<file path="src/cpu_pkg.sv">
package cpu_pkg;

    localparam int XLEN       = 32;
    localparam int REG_ADDR_W = 5;
    localparam int NUM_REGS   = 32;

    typedef logic [XLEN-1:0]       word_t;
    typedef logic [REG_ADDR_W-1:0] reg_addr_t;

    localparam word_t PC_STEP  = 32'd4;
    localparam word_t RESET_PC = 32'h0000_0000;

    // rv32i major opcodes that the core understands
    typedef enum logic [6:0] {
        OPC_OP     = 7'b0110011,
        OPC_OP_IMM = 7'b0010011,
        OPC_LUI    = 7'b0110111,
        OPC_JAL    = 7'b1101111,
        OPC_JALR   = 7'b1100111,
        OPC_BRANCH = 7'b1100011,
        OPC_LOAD   = 7'b0000011,
        OPC_STORE  = 7'b0100011
    } opcode_t;

    typedef enum logic [2:0] {
        CLS_ALU,
        CLS_MEM_LOAD,
        CLS_MEM_STORE,
        CLS_BRANCH,
        CLS_JUMP,
        CLS_SUBST,
        CLS_ILLEGAL
    } inst_class_t;

    typedef enum logic [2:0] {
        ST_FETCH,
        ST_FETCH_WAIT,
        ST_DECODE,
        ST_EXECUTE,
        ST_EXECUTE_WAIT,
        ST_WRITE,
        ST_HALT
    } core_state_t;

    // alu func3
    localparam logic [2:0] F3_ADD  = 3'b000;
    localparam logic [2:0] F3_SLL  = 3'b001;
    localparam logic [2:0] F3_SLT  = 3'b010;
    localparam logic [2:0] F3_SLTU = 3'b011;
    localparam logic [2:0] F3_XOR  = 3'b100;
    localparam logic [2:0] F3_SR   = 3'b101;
    localparam logic [2:0] F3_OR   = 3'b110;
    localparam logic [2:0] F3_AND  = 3'b111;

    // branch func3
    localparam logic [2:0] F3_BEQ  = 3'b000;
    localparam logic [2:0] F3_BNE  = 3'b001;
    localparam logic [2:0] F3_BLT  = 3'b100;
    localparam logic [2:0] F3_BGE  = 3'b101;
    localparam logic [2:0] F3_BLTU = 3'b110;
    localparam logic [2:0] F3_BGEU = 3'b111;

    // only full words go to data memory
    localparam logic [2:0] F3_WORD = 3'b010;

endpackage
</file>
<file path="src/cpu_buses.sv">
`timescale 1ns/1ps

// decoded instruction, written by decode and held for execute
interface dec_bus;
    import cpu_pkg::*;

    inst_class_t cls;
    logic [2:0]  func3;
    logic        alt;
    logic        use_imm;
    word_t       opa;
    word_t       opb;
    word_t       target;
    reg_addr_t   rd_addr;
    word_t       pc;

    modport decode (output cls, func3, alt, use_imm, opa, opb, target, rd_addr, pc);
    modport execute (input cls, func3, alt, use_imm, opa, opb, target, rd_addr, pc);
endinterface

// register file read ports
interface rf_read_bus;
    import cpu_pkg::*;

    reg_addr_t rs1_addr;
    reg_addr_t rs2_addr;
    word_t     rs1_data;
    word_t     rs2_data;

    modport decode (output rs1_addr, rs2_addr, input rs1_data, rs2_data);
    modport regfile (input rs1_addr, rs2_addr, output rs1_data, rs2_data);
endinterface

</file>
<file path="src/cpu_core.sv">
`timescale 1ns/1ps

module cpu_core (
    input  logic           clk,
    input  logic           native_rstn,
    output cpu_pkg::word_t inst_addr,
    output logic           inst_rd,
    input  cpu_pkg::word_t inst_data,
    output cpu_pkg::word_t mem_addr,
    output cpu_pkg::word_t mem_wdata,
    output logic           mem_we,
    output logic           mem_rd,
    input  cpu_pkg::word_t mem_rdata,
    output logic           halted
);
    import cpu_pkg::*;

    core_state_t state;
    word_t       pc;
    word_t       inst;
    word_t       next_pc;
    word_t       wr_data;
    word_t       npc_q;
    word_t       wb_data_q;
    logic        wb_en_q;
    logic        wr_en;
    logic        wb_en;
    logic        fetch_start;
    logic        fetch_done;
    logic        decode_en;
    logic        exec_start;
    logic        exec_done;

    dec_bus     dec_if ();
    rf_read_bus rf_if ();

    // one-cycle start strobes come straight from the state
    assign fetch_start = (state == ST_FETCH);
    assign decode_en   = (state == ST_DECODE);
    assign exec_start  = (state == ST_EXECUTE) && (dec_if.cls != CLS_ILLEGAL);
    assign wb_en       = (state == ST_WRITE) && wb_en_q;
    assign halted      = (state == ST_HALT);

    fetch_stage u_fetch (
        .clk         (clk),
        .native_rstn (native_rstn),
        .fetch_start (fetch_start),
        .pc          (pc),
        .inst_addr   (inst_addr),
        .inst_rd     (inst_rd),
        .inst_data   (inst_data),
        .inst        (inst),
        .fetch_done  (fetch_done)
    );

    decode_stage u_decode (
        .clk         (clk),
        .native_rstn (native_rstn),
        .decode_en   (decode_en),
        .inst        (inst),
        .pc          (pc),
        .rf          (rf_if.decode),
        .dec         (dec_if.decode)
    );

    // rd stays valid in dec_if until the next decode
    reg_file u_reg_file (
        .clk         (clk),
        .native_rstn (native_rstn),
        .rf          (rf_if.regfile),
        .wb_en       (wb_en),
        .wb_addr     (dec_if.rd_addr),
        .wb_data     (wb_data_q)
    );

    execute_stage u_execute (
        .clk         (clk),
        .native_rstn (native_rstn),
        .exec_start  (exec_start),
        .dec         (dec_if.execute),
        .mem_addr    (mem_addr),
        .mem_wdata   (mem_wdata),
        .mem_we      (mem_we),
        .mem_rd      (mem_rd),
        .mem_rdata   (mem_rdata),
        .exec_done   (exec_done),
        .next_pc     (next_pc),
        .wr_en       (wr_en),
        .wr_data     (wr_data)
    );

    // stage sequencer
    always_ff @(posedge clk) begin
        if (!native_rstn) begin
            state   <= ST_FETCH;
            pc      <= RESET_PC;
            wb_en_q <= 1'b0;
        end else begin
            case (state)
                ST_FETCH: state <= ST_FETCH_WAIT;
                ST_FETCH_WAIT: begin
                    if (fetch_done) begin
                        state <= ST_DECODE;
                    end
                end
                ST_DECODE: state <= ST_EXECUTE;
                ST_EXECUTE: begin
                    // unknown opcode ends the run
                    state <= (dec_if.cls == CLS_ILLEGAL) ? ST_HALT : ST_EXECUTE_WAIT;
                end
                ST_EXECUTE_WAIT: begin
                    if (exec_done) begin
                        wb_en_q <= wr_en;
                        state   <= ST_WRITE;
                    end
                end
                ST_WRITE: begin
                    pc    <= {npc_q[XLEN-1:2], 2'b00};
                    state <= ST_FETCH;
                end
                default: state <= ST_HALT;
            endcase
        end
    end

    // write-back holding register
    always_ff @(posedge clk) begin
        if ((state == ST_EXECUTE_WAIT) && exec_done) begin
            wb_data_q <= wr_data;
            npc_q     <= next_pc;
        end
    end

endmodule

</file>
<file path="src/execute_stage.sv">
`timescale 1ns/1ps

module execute_stage (
    input  logic           clk,
    input  logic           native_rstn,
    input  logic           exec_start,
    dec_bus.execute        dec,
    output cpu_pkg::word_t mem_addr,
    output cpu_pkg::word_t mem_wdata,
    output logic           mem_we,
    output logic           mem_rd,
    input  cpu_pkg::word_t mem_rdata,
    output logic           exec_done,
    output cpu_pkg::word_t next_pc,
    output logic           wr_en,
    output cpu_pkg::word_t wr_data
);
    import cpu_pkg::*;

    word_t alu_y;
    word_t seq_pc;
    word_t res_q;
    logic  take_branch;
    logic  is_load;
    logic  is_mem;
    logic  mem_busy;

    alu u_alu (
        .func3   (dec.func3),
        .alt     (dec.alt),
        .use_imm (dec.use_imm),
        .a       (dec.opa),
        .b       (dec.opb),
        .y       (alu_y)
    );

    assign seq_pc  = dec.pc + PC_STEP;
    assign is_load = (dec.cls == CLS_MEM_LOAD);
    assign is_mem  = is_load || (dec.cls == CLS_MEM_STORE);

    always_comb begin
        case (dec.func3)
            F3_BEQ:  take_branch = (dec.opa == dec.opb);
            F3_BNE:  take_branch = (dec.opa != dec.opb);
            F3_BLT:  take_branch = ($signed(dec.opa) < $signed(dec.opb));
            F3_BGE:  take_branch = ($signed(dec.opa) >= $signed(dec.opb));
            F3_BLTU: take_branch = (dec.opa < dec.opb);
            F3_BGEU: take_branch = (dec.opa >= dec.opb);
            default: take_branch = 1'b0;
        endcase
    end

    // data port, strobes only in the start cycle
    assign mem_addr  = dec.target;
    assign mem_wdata = dec.opb;
    assign mem_rd    = exec_start && is_load;
    assign mem_we    = exec_start && (dec.cls == CLS_MEM_STORE);

    always_comb begin
        case (dec.cls)
            CLS_BRANCH: next_pc = take_branch ? dec.target : seq_pc;
            CLS_JUMP:   next_pc = dec.target;
            default:    next_pc = seq_pc;
        endcase
    end

    // branches and stores leave the register file alone
    assign wr_en   = (dec.cls == CLS_ALU) || (dec.cls == CLS_JUMP) ||
                     (dec.cls == CLS_SUBST) || is_load;
    assign wr_data = res_q;

    // memory ops take one extra cycle
    always_ff @(posedge clk) begin
        if (!native_rstn) begin
            mem_busy  <= 1'b0;
            exec_done <= 1'b0;
        end else begin
            mem_busy  <= exec_start && is_mem;
            exec_done <= (exec_start && !is_mem) || mem_busy;
        end
    end

    always_ff @(posedge clk) begin
        if (exec_start) begin
            case (dec.cls)
                CLS_ALU:   res_q <= alu_y;
                CLS_JUMP:  res_q <= seq_pc;
                CLS_SUBST: res_q <= dec.opa;
                default:   res_q <= res_q;
            endcase
        end else if (mem_busy && is_load) begin
            // load data arrives one cycle after mem_rd
            res_q <= mem_rdata;
        end
    end

endmodule

</file>
<file path="src/alu.sv">
`timescale 1ns/1ps

module alu (
    input  logic [2:0]     func3,
    input  logic           alt,
    input  logic           use_imm,
    input  cpu_pkg::word_t a,
    input  cpu_pkg::word_t b,
    output cpu_pkg::word_t y
);
    import cpu_pkg::*;

    logic [4:0] shamt;
    logic       lt_s;
    logic       lt_u;

    assign shamt = b[4:0];
    assign lt_s  = $signed(a) < $signed(b);
    assign lt_u  = a < b;

    always_comb begin
        case (func3)
            // bit 30 of an immediate is part of the constant, not a sub flag
            F3_ADD:  y = (alt && !use_imm) ? a - b : a + b;
            F3_SLL:  y = a << shamt;
            F3_SLT:  y = {{(XLEN-1){1'b0}}, lt_s};
            F3_SLTU: y = {{(XLEN-1){1'b0}}, lt_u};
            F3_XOR:  y = a ^ b;
            F3_SR:   y = alt ? word_t'($signed(a) >>> shamt) : a >> shamt;
            F3_OR:   y = a | b;
            F3_AND:  y = a & b;
            default: y = a + b;
        endcase
    end

endmodule

</file>
<file path="src/decode_stage.sv">
`timescale 1ns/1ps

module decode_stage (
    input  logic           clk,
    input  logic           native_rstn,
    input  logic           decode_en,
    input  cpu_pkg::word_t inst,
    input  cpu_pkg::word_t pc,
    rf_read_bus.decode     rf,
    dec_bus.decode         dec
);
    import cpu_pkg::*;

    opcode_t     opcode;
    inst_class_t cls;
    word_t       imm_i;
    word_t       imm_s;
    word_t       imm_b;
    word_t       imm_u;
    word_t       imm_j;
    word_t       addr_sum;
    word_t       target;
    word_t       opa;
    word_t       opb;

    assign opcode      = opcode_t'(inst[6:0]);
    assign rf.rs1_addr = inst[19:15];
    assign rf.rs2_addr = inst[24:20];

    // immediates, all sign extended from bit 31
    assign imm_i = {{20{inst[31]}}, inst[31:20]};
    assign imm_s = {{20{inst[31]}}, inst[31:25], inst[11:7]};
    assign imm_b = {{19{inst[31]}}, inst[31], inst[7], inst[30:25], inst[11:8], 1'b0};
    assign imm_u = {inst[31:12], 12'b0};
    assign imm_j = {{11{inst[31]}}, inst[31], inst[19:12], inst[20], inst[30:21], 1'b0};

    always_comb begin
        cls = CLS_ILLEGAL;
        case (opcode)
            OPC_OP, OPC_OP_IMM: cls = CLS_ALU;
            OPC_LUI:            cls = CLS_SUBST;
            OPC_JAL, OPC_JALR:  cls = CLS_JUMP;
            OPC_BRANCH:         cls = CLS_BRANCH;
            OPC_LOAD:           cls = (inst[14:12] == F3_WORD) ? CLS_MEM_LOAD : CLS_ILLEGAL;
            OPC_STORE:          cls = (inst[14:12] == F3_WORD) ? CLS_MEM_STORE : CLS_ILLEGAL;
            default:            cls = CLS_ILLEGAL;
        endcase
    end

    // base plus offset, shared by jalr, load and store
    assign addr_sum = rf.rs1_data + ((opcode == OPC_STORE) ? imm_s : imm_i);

    always_comb begin
        case (opcode)
            OPC_BRANCH: target = pc + imm_b;
            OPC_JAL:    target = pc + imm_j;
            OPC_JALR:   target = {addr_sum[XLEN-1:1], 1'b0};
            default:    target = addr_sum;
        endcase
    end

    // lui carries its value in opa
    assign opa = (opcode == OPC_LUI) ? imm_u : rf.rs1_data;
    assign opb = (opcode == OPC_OP_IMM) ? imm_i : rf.rs2_data;

    always_ff @(posedge clk) begin
        if (!native_rstn) begin
            // nothing decoded yet
            dec.cls     <= CLS_ILLEGAL;
            dec.func3   <= '0;
            dec.alt     <= 1'b0;
            dec.use_imm <= 1'b0;
        end else if (decode_en) begin
            dec.cls     <= cls;
            dec.func3   <= inst[14:12];
            dec.alt     <= inst[30];
            dec.use_imm <= (opcode == OPC_OP_IMM);
        end
    end

    always_ff @(posedge clk) begin
        if (decode_en) begin
            dec.opa     <= opa;
            dec.opb     <= opb;
            dec.target  <= target;
            dec.rd_addr <= inst[11:7];
            dec.pc      <= pc;
        end
    end

endmodule

</file>
<file path="src/fetch_stage.sv">
`timescale 1ns/1ps

module fetch_stage (
    input  logic           clk,
    input  logic           native_rstn,
    input  logic           fetch_start,
    input  cpu_pkg::word_t pc,
    output cpu_pkg::word_t inst_addr,
    output logic           inst_rd,
    input  cpu_pkg::word_t inst_data,
    output cpu_pkg::word_t inst,
    output logic           fetch_done
);
    import cpu_pkg::*;

    // read strobe follows the start strobe, address is word aligned
    assign inst_rd   = fetch_start;
    assign inst_addr = {pc[XLEN-1:2], 2'b00};

    // memory answers one cycle after the strobe
    always_ff @(posedge clk) begin
        if (!native_rstn) begin
            fetch_done <= 1'b0;
        end else begin
            fetch_done <= fetch_start;
        end
    end

    // grab the word in the cycle it is on the bus
    always_ff @(posedge clk) begin
        if (fetch_done) begin
            inst <= inst_data;
        end
    end

endmodule

</file>
<file path="src/reg_file.sv">
`timescale 1ns/1ps

module reg_file (
    input  logic               clk,
    input  logic               native_rstn,
    rf_read_bus.regfile        rf,
    input  logic               wb_en,
    input  cpu_pkg::reg_addr_t wb_addr,
    input  cpu_pkg::word_t     wb_data
);
    import cpu_pkg::*;

    word_t regs [NUM_REGS];

    always_ff @(posedge clk) begin
        if (!native_rstn) begin
            for (int i = 0; i < NUM_REGS; i++) begin
                regs[i] <= '0;
            end
        end else if (wb_en && (wb_addr != '0)) begin
            // x0 never takes a write, so it reads zero
            regs[wb_addr] <= wb_data;
        end
    end

    // asynchronous reads, decode samples them in the same cycle
    assign rf.rs1_data = regs[rf.rs1_addr];
    assign rf.rs2_data = regs[rf.rs2_addr];

endmodule

</file>
<file path="config.mk">
export PLATFORM = sky130hd
export DESIGN_NAME = cpu_core
export DESIGN_NICKNAME = d
export VERILOG_FILES = /design/src/cpu_pkg.sv /design/src/cpu_buses.sv /design/src/cpu_core.sv /design/src/execute_stage.sv /design/src/alu.sv /design/src/decode_stage.sv /design/src/fetch_stage.sv /design/src/reg_file.sv
export SDC_FILE = /design/constraint.sdc
export NUM_CORES = 2
export LEC_CHECK = 0
export ABC_CLOCK_PERIOD_IN_PS = 10600
export BUFFER_PORTS_ARGS = -buffer_cell sky130_fd_sc_hd__buf_2
export CAP_MARGIN = 15
export CORE_MARGIN = 2
export CORE_UTILIZATION = 55
export DETAILED_ROUTE_END_ITERATION = 12
export PLACE_DENSITY_LB_ADDON = 0.12
export SLEW_MARGIN = 20
export SYNTH_ARGS = -nofsm -noshare
export SYNTH_HDL_FRONTEND = slang
export SYNTH_SLANG_ARGS = --single-unit
</file>
<file path="constraint.sdc">
create_clock -name clk -period 10.6 [get_ports clk]
set_input_delay 1.59 -clock clk [delete_from_list [all_inputs] [get_ports clk]]
set_output_delay 1.59 -clock clk [all_outputs]
set_load 0.01 [all_outputs]
</file>
; Yosys cells after proc, flatten, opt, wreduce, memory -nomap -nowiden
; Memories as Yosys holds them, arrays and structs flattened. A register that Yosys moved wholly into a read port is not among the register bits.
; Cells that the tools add are included.
[op_classes]
n_addsub = 6
multipliers = 0
div_mod_pow = 0
n_lt_le_gt_ge = 4
eq_ne = 34
shifts = 3
n_mux = 29
bitwise_logic = 3
reduce_logical = 28
[ops]
columns = op, n
row1 = 32-bit two-way mux, 8
row2 = 32-bit case mux with 8 select lines, 1
row3 = 32-bit case mux with 3 select lines, 2
row4 = 32-bit adder, 4
row5 = 32-bit >= comparator, 2
row6 = 32-bit < comparator, 2
row7 = 32-bit case mux with 2 select lines, 1
row8 = 3-bit case mux with 6 select lines, 2
row9 = "32-bit by 3-bit adder with 32-bit output, second input constant", 1
row10 = 32-bit AND, 1
row11 = 32-bit equality test, 1
row12 = 32-bit != test, 1
row13 = 32-bit bitwise OR, 1
row14 = 32-bit OR reduction, 1
row15 = 32-bit by 5-bit << shifter with 32-bit output, 1
row16 = 32-bit by 5-bit right shift with 32-bit output, 1
row17 = 32-bit by 5-bit >>> shifter with 32-bit output, 1
row18 = 32-bit subtractor, 1
row19 = 32-bit bitwise XOR, 1
row20 = "3-bit equality test, second input constant", 10
row21 = "3-bit by 2-bit equality test with 1-bit output, second input constant", 7
row22 = "7-bit by 6-bit equality test with 1-bit output, second input constant", 3
row23 = "7-bit equality test, second input constant", 3
row24 = 5-bit two-way mux, 4
row25 = 18 further kinds, 47
[word_totals]
reg_bits = 304
latch_bits = 0
mem_bits_rw = 1024
mem_bits_ro = 0
inputBits = 66
output_inout_bits = 100
elab_cells = 128
n_memories = 1
[mem_list]
columns = name, depth, word_bits, read_ports, rd_clocked_by_memory_dff, wr, line
row1 = u_reg_file.regs, 32, 32, 2, 2, 32, reg_file.sv:13  ; word_t regs [NUM_REGS];

; Depth between registers and ports, before layout
[depth]
ltp_word = 8
ltp_mapped = 20
depth_no_buf = 18

; Cells and area by module
; From an unflattened synthesis, not the netlist that was laid out.
[hier_totals]
hier_cells = 7575
area_unflattened_um2 = 82319.0
[modules_own_cells]
columns = module, instances, cells_per_inst, area_per_inst_um2
row1 = reg_file, 1, 4609, 55715.9
row2 = decode_stage, 1, 787, 8799.7
row3 = alu, 1, 1356, 8692.1
row4 = execute_stage, 1, 532, 4519.3
row5 = cpu_core, 1, 223, 3353.2
row6 = fetch_stage, 1, 68, 1238.7

; Worst setup path after synthesis
; Ideal clock, no wire load.
[synth_path]
kind = reg2reg
start = reg with a tool-made name
end = reg u_decode.dec.target[30], data pin
arrival_ps = 5035
slack_ps = 5296
path_stages_with_launch = 21
path_buffers = 4
period_less_slack_ps = 5304
path_cell_list = dfxtp_1 buf_2 buf_6 clkbuf_1 buf_1 mux4_2 mux4_2 mux2_2 ha_1 inv_1 fa_1 nor2b_1 o31a_1 o311a_1 o21ai_1 a211oi_1 o41ai_1 a21oi_1 a21oi_1 xor2_1 mux2i_1
[synth_lines]
columns = element, line
row1 = to (decl), cpu_buses.sv:17  ; modport decode (output cls, func3, alt, use_imm, opa, opb, target, rd_addr, pc);

==> results.py <==
metrics = {
    "global_route": {
        "grt_pass1_vias": 52500,
        "track_usage_pct": 38.5,
        "grt_use_met3_pct": 8.17,
        "met2_usage_pct": 60.8,
        "antenna_found_initial": 12,
        "busiest_layer": "met2",
        "grt_pass1_wl_um": 393000,
        "gr-total-overflow": 0,
        "grt_use_met1_pct": 50.0,
        "grt_max_degree": 124,
    },
    "finish": {
        "drive_above_1_share_pct": 23.2,
        "nets": 6071,
        "syn2layout_area_growth_pct": 10.2,
    },
    "timing": {
        "period_needed_ps": 6340,
        "rsz0062_at_grt": "no",
        "hold_viol": 0,
        "relSlewSlack_pct": 15.6,
        "tightest_slew_ps": 1250,
        "fmaxAchievable_mhz": 158,
        "min_period_over_period_pct": 59.8,
        "tns_ps": 0,
        "skew_ps": 49.9,
        "slew_viol_final": 0,
        "setup_viol": 0,
    },
    "logic_synthesis": {
        "synth-main-ff-cell": "edfxtp_1",
        "synthesis.area_um2": 77900,
        "yosysMostFrequentCell": "edfxtp_1",
        "synth_top_area_share_pct": 49.4,
        "yosys-top-cells-count": "edfxtp_1, and2_1, mux4_2",
        "synth-seq-area-share_pct": 50.8,
        "synth.distinct_cells": 91,
        "syn_area_per_cell_um2": 13.3,
        "ys_top_cells_by_area": "edfxtp_1, mux4_2, and2_1",
        "synth-edff-count": 1281,
        "synthCells": 5856,
        "synth_async_sr_flop_share_pct": 0,
        "synth_top_area_cell": "edfxtp_1",
        "ys_ff_latch": 1336,
        "yosys_warnings": 0,
    },
    "drt": {
        "wirelength_um": 280000,
        "vias": 53800,
        "wl_per_cell_um": 35.6,
        "route.detailed.drc": 0,
        "firstDrtPassIters": 7,
        "detail-route-antenna-nets": 0,
        "drtIter0Drc": 6903,
        "routed_via_density": 6.86,
    },
    "worst_setup_path": {
        "crit_arrival_ps": 6850,
        "required_ps": 11110,
        "endpoint_kind": "flip-flop",
        "cp_max_fo": 71,
        "r2r_slack_ps": 4260,
        "start_kind": "flip-flop",
        "critPathKind": "flip-flop to flip-flop",
    },
    "floorplan": {
        "dieWidth_um": 380,
        "rows": 138,
        "dieArea_um2": 145000,
        "core_area_um2": 141000,
        "io_pins": 166,
        "start_util_pct": 55.2,
        "die_h_um": 380,
    },
    "clock_network": {
        "clk_pin_slew_ps": 70,
        "cts_inserted_buffers": 144,
        "clk_path_buf_depth": 3,
        "cts_sinks": 1336,
        "cts_resized": 0,
        "insertion_delay_ps": 780,
        "postCtsHoldBufs": 0,
        "htree_levels": 4,
        "cts_setup_buffers": 0,
        "cts_root_buf": "clkbuf_16",
        "tritoncts": "done",
    },
    "run_status": {
        "status": "finished, final reports clean",
    },
    "placed_design": {
        "numPortBuffers": 163,
        "hpwl_um": 180000,
        "gp_congestion": 1.04,
    },
    "pwr": {
        "peakVddDrop_mv": 0.139,
        "p_per_area_nw_per_um2": 161,
        "p_leak_uw": 0.0313,
        "power_uw": 13900,
    },
    "min_path": {
        "min_path_type": "flip-flop to flip-flop",
    },
    "run": {
        "cap_violations": 0,
    },
}
final cells by class:
class / count / area (um2)
Fill cell: 11000 / 55200
Sequential cell: 1336 / 39600
Multi-Input combinational cell: 3901 / 36600
Clock buffer: 194 / 3890
Tap cell: 1890 / 2360
Timing Repair Buffer: 327 / 2130
Clock inverter: 66 / 798
Inverter: 133 / 507
Antenna cell: 2 / 5.00
registers in the layout (all words and copies together), names as in the netlist, 3 cells and up, named ones only:
signal and cells:
u_decode.dec.opa 32, u_execute.wr_data 32, u_reg_file.regs 1024, u_decode.dec.target 32
wb_data_q 32, u_fetch.inst 32, u_decode.dec.opb 32, u_decode.dec.pc 30
u_decode.dec.cls 3, pc 30, u_decode.dec.rd_addr 5, u_decode.dec.func3 3
npc_q 30
final timing paths:
| check | start | end | depth (start not counted) |
|---|---|---|---|
| setup / recovery | flip-flop | u_decode.dec.target[30] | 15 |
| hold / removal | u_execute.wr_data[10] | wb_data_q[10] | 0 |
| setup reg to reg | flip-flop | u_decode.dec.target[30] | 15 |
| hold reg to reg | u_execute.wr_data[10] | wb_data_q[10] | 0 |
where the power goes:
group / leakage [uW] / internal, uW / switching, uW
logic: 0.0156 / 1070 / 1500
registers: 0.0134 / 6000 / 190
clock network: 0.00228 / 2940 / 2150
metrics by stage:
step	hold WS, ps	instances	utilization [%]	instance area (um2)	worst slack [ps]
after CTS	410	7846	60.9	85900	4300
after detailed placement	405	7586	57.5	81200	4360
after global routing	423	7848	60.9	85900	3830
after floorplan	400	5889	-	78000	5300
after global placement	403	7585	57.5	81100	4390
final	419	7849	60.9	85900	4260
cells in the final DEF, fill, tap and decap left out, drive strengths merged, types with 55 or more instances in the layout:
cell type and count:
xnor2 69, buf 327, inv 138, a21oi 302, mux4 686, clkbuf 194
and2 984, mux2 82, ha 158, edfxtp 1281, nor2 357, o21ai 209
mux2i 115, dfxtp 55, nand2 258
logic make-up after synthesis:
group,synth area share [%]
and+or+nand+nor,12.9
DFF,50.8
AOI/OAI and AO/OA,6.75
other,0.00481
xor gates and xnor gates,1.16
adders and majority gates,2.64
muxes,22.5
buffers and inverters,3.22
routing by layer:
metal	part of all wire (%)	vias up
met4	6.4	8
met2	47	3284
met3	10	698
met5	0.018	-
met1	36	27600
li1	-	22300
worst max-delay path, cell delays in order (launching register included):
cell and delay [ps]:
dfxtp_4 870, buf_12 530, mux4_2 590, mux4_2 500, mux2i_1 660, fa_1 370, nor2b_1 80, o31a_1 290
o311a_1 350, o21ai_1 290, a211oi_1 170, o41ai_1 630, a21oi_1 140, a21oi_1 220, xor2_1 160, mux2i_1 80
(Power assumes the default switching activity.)
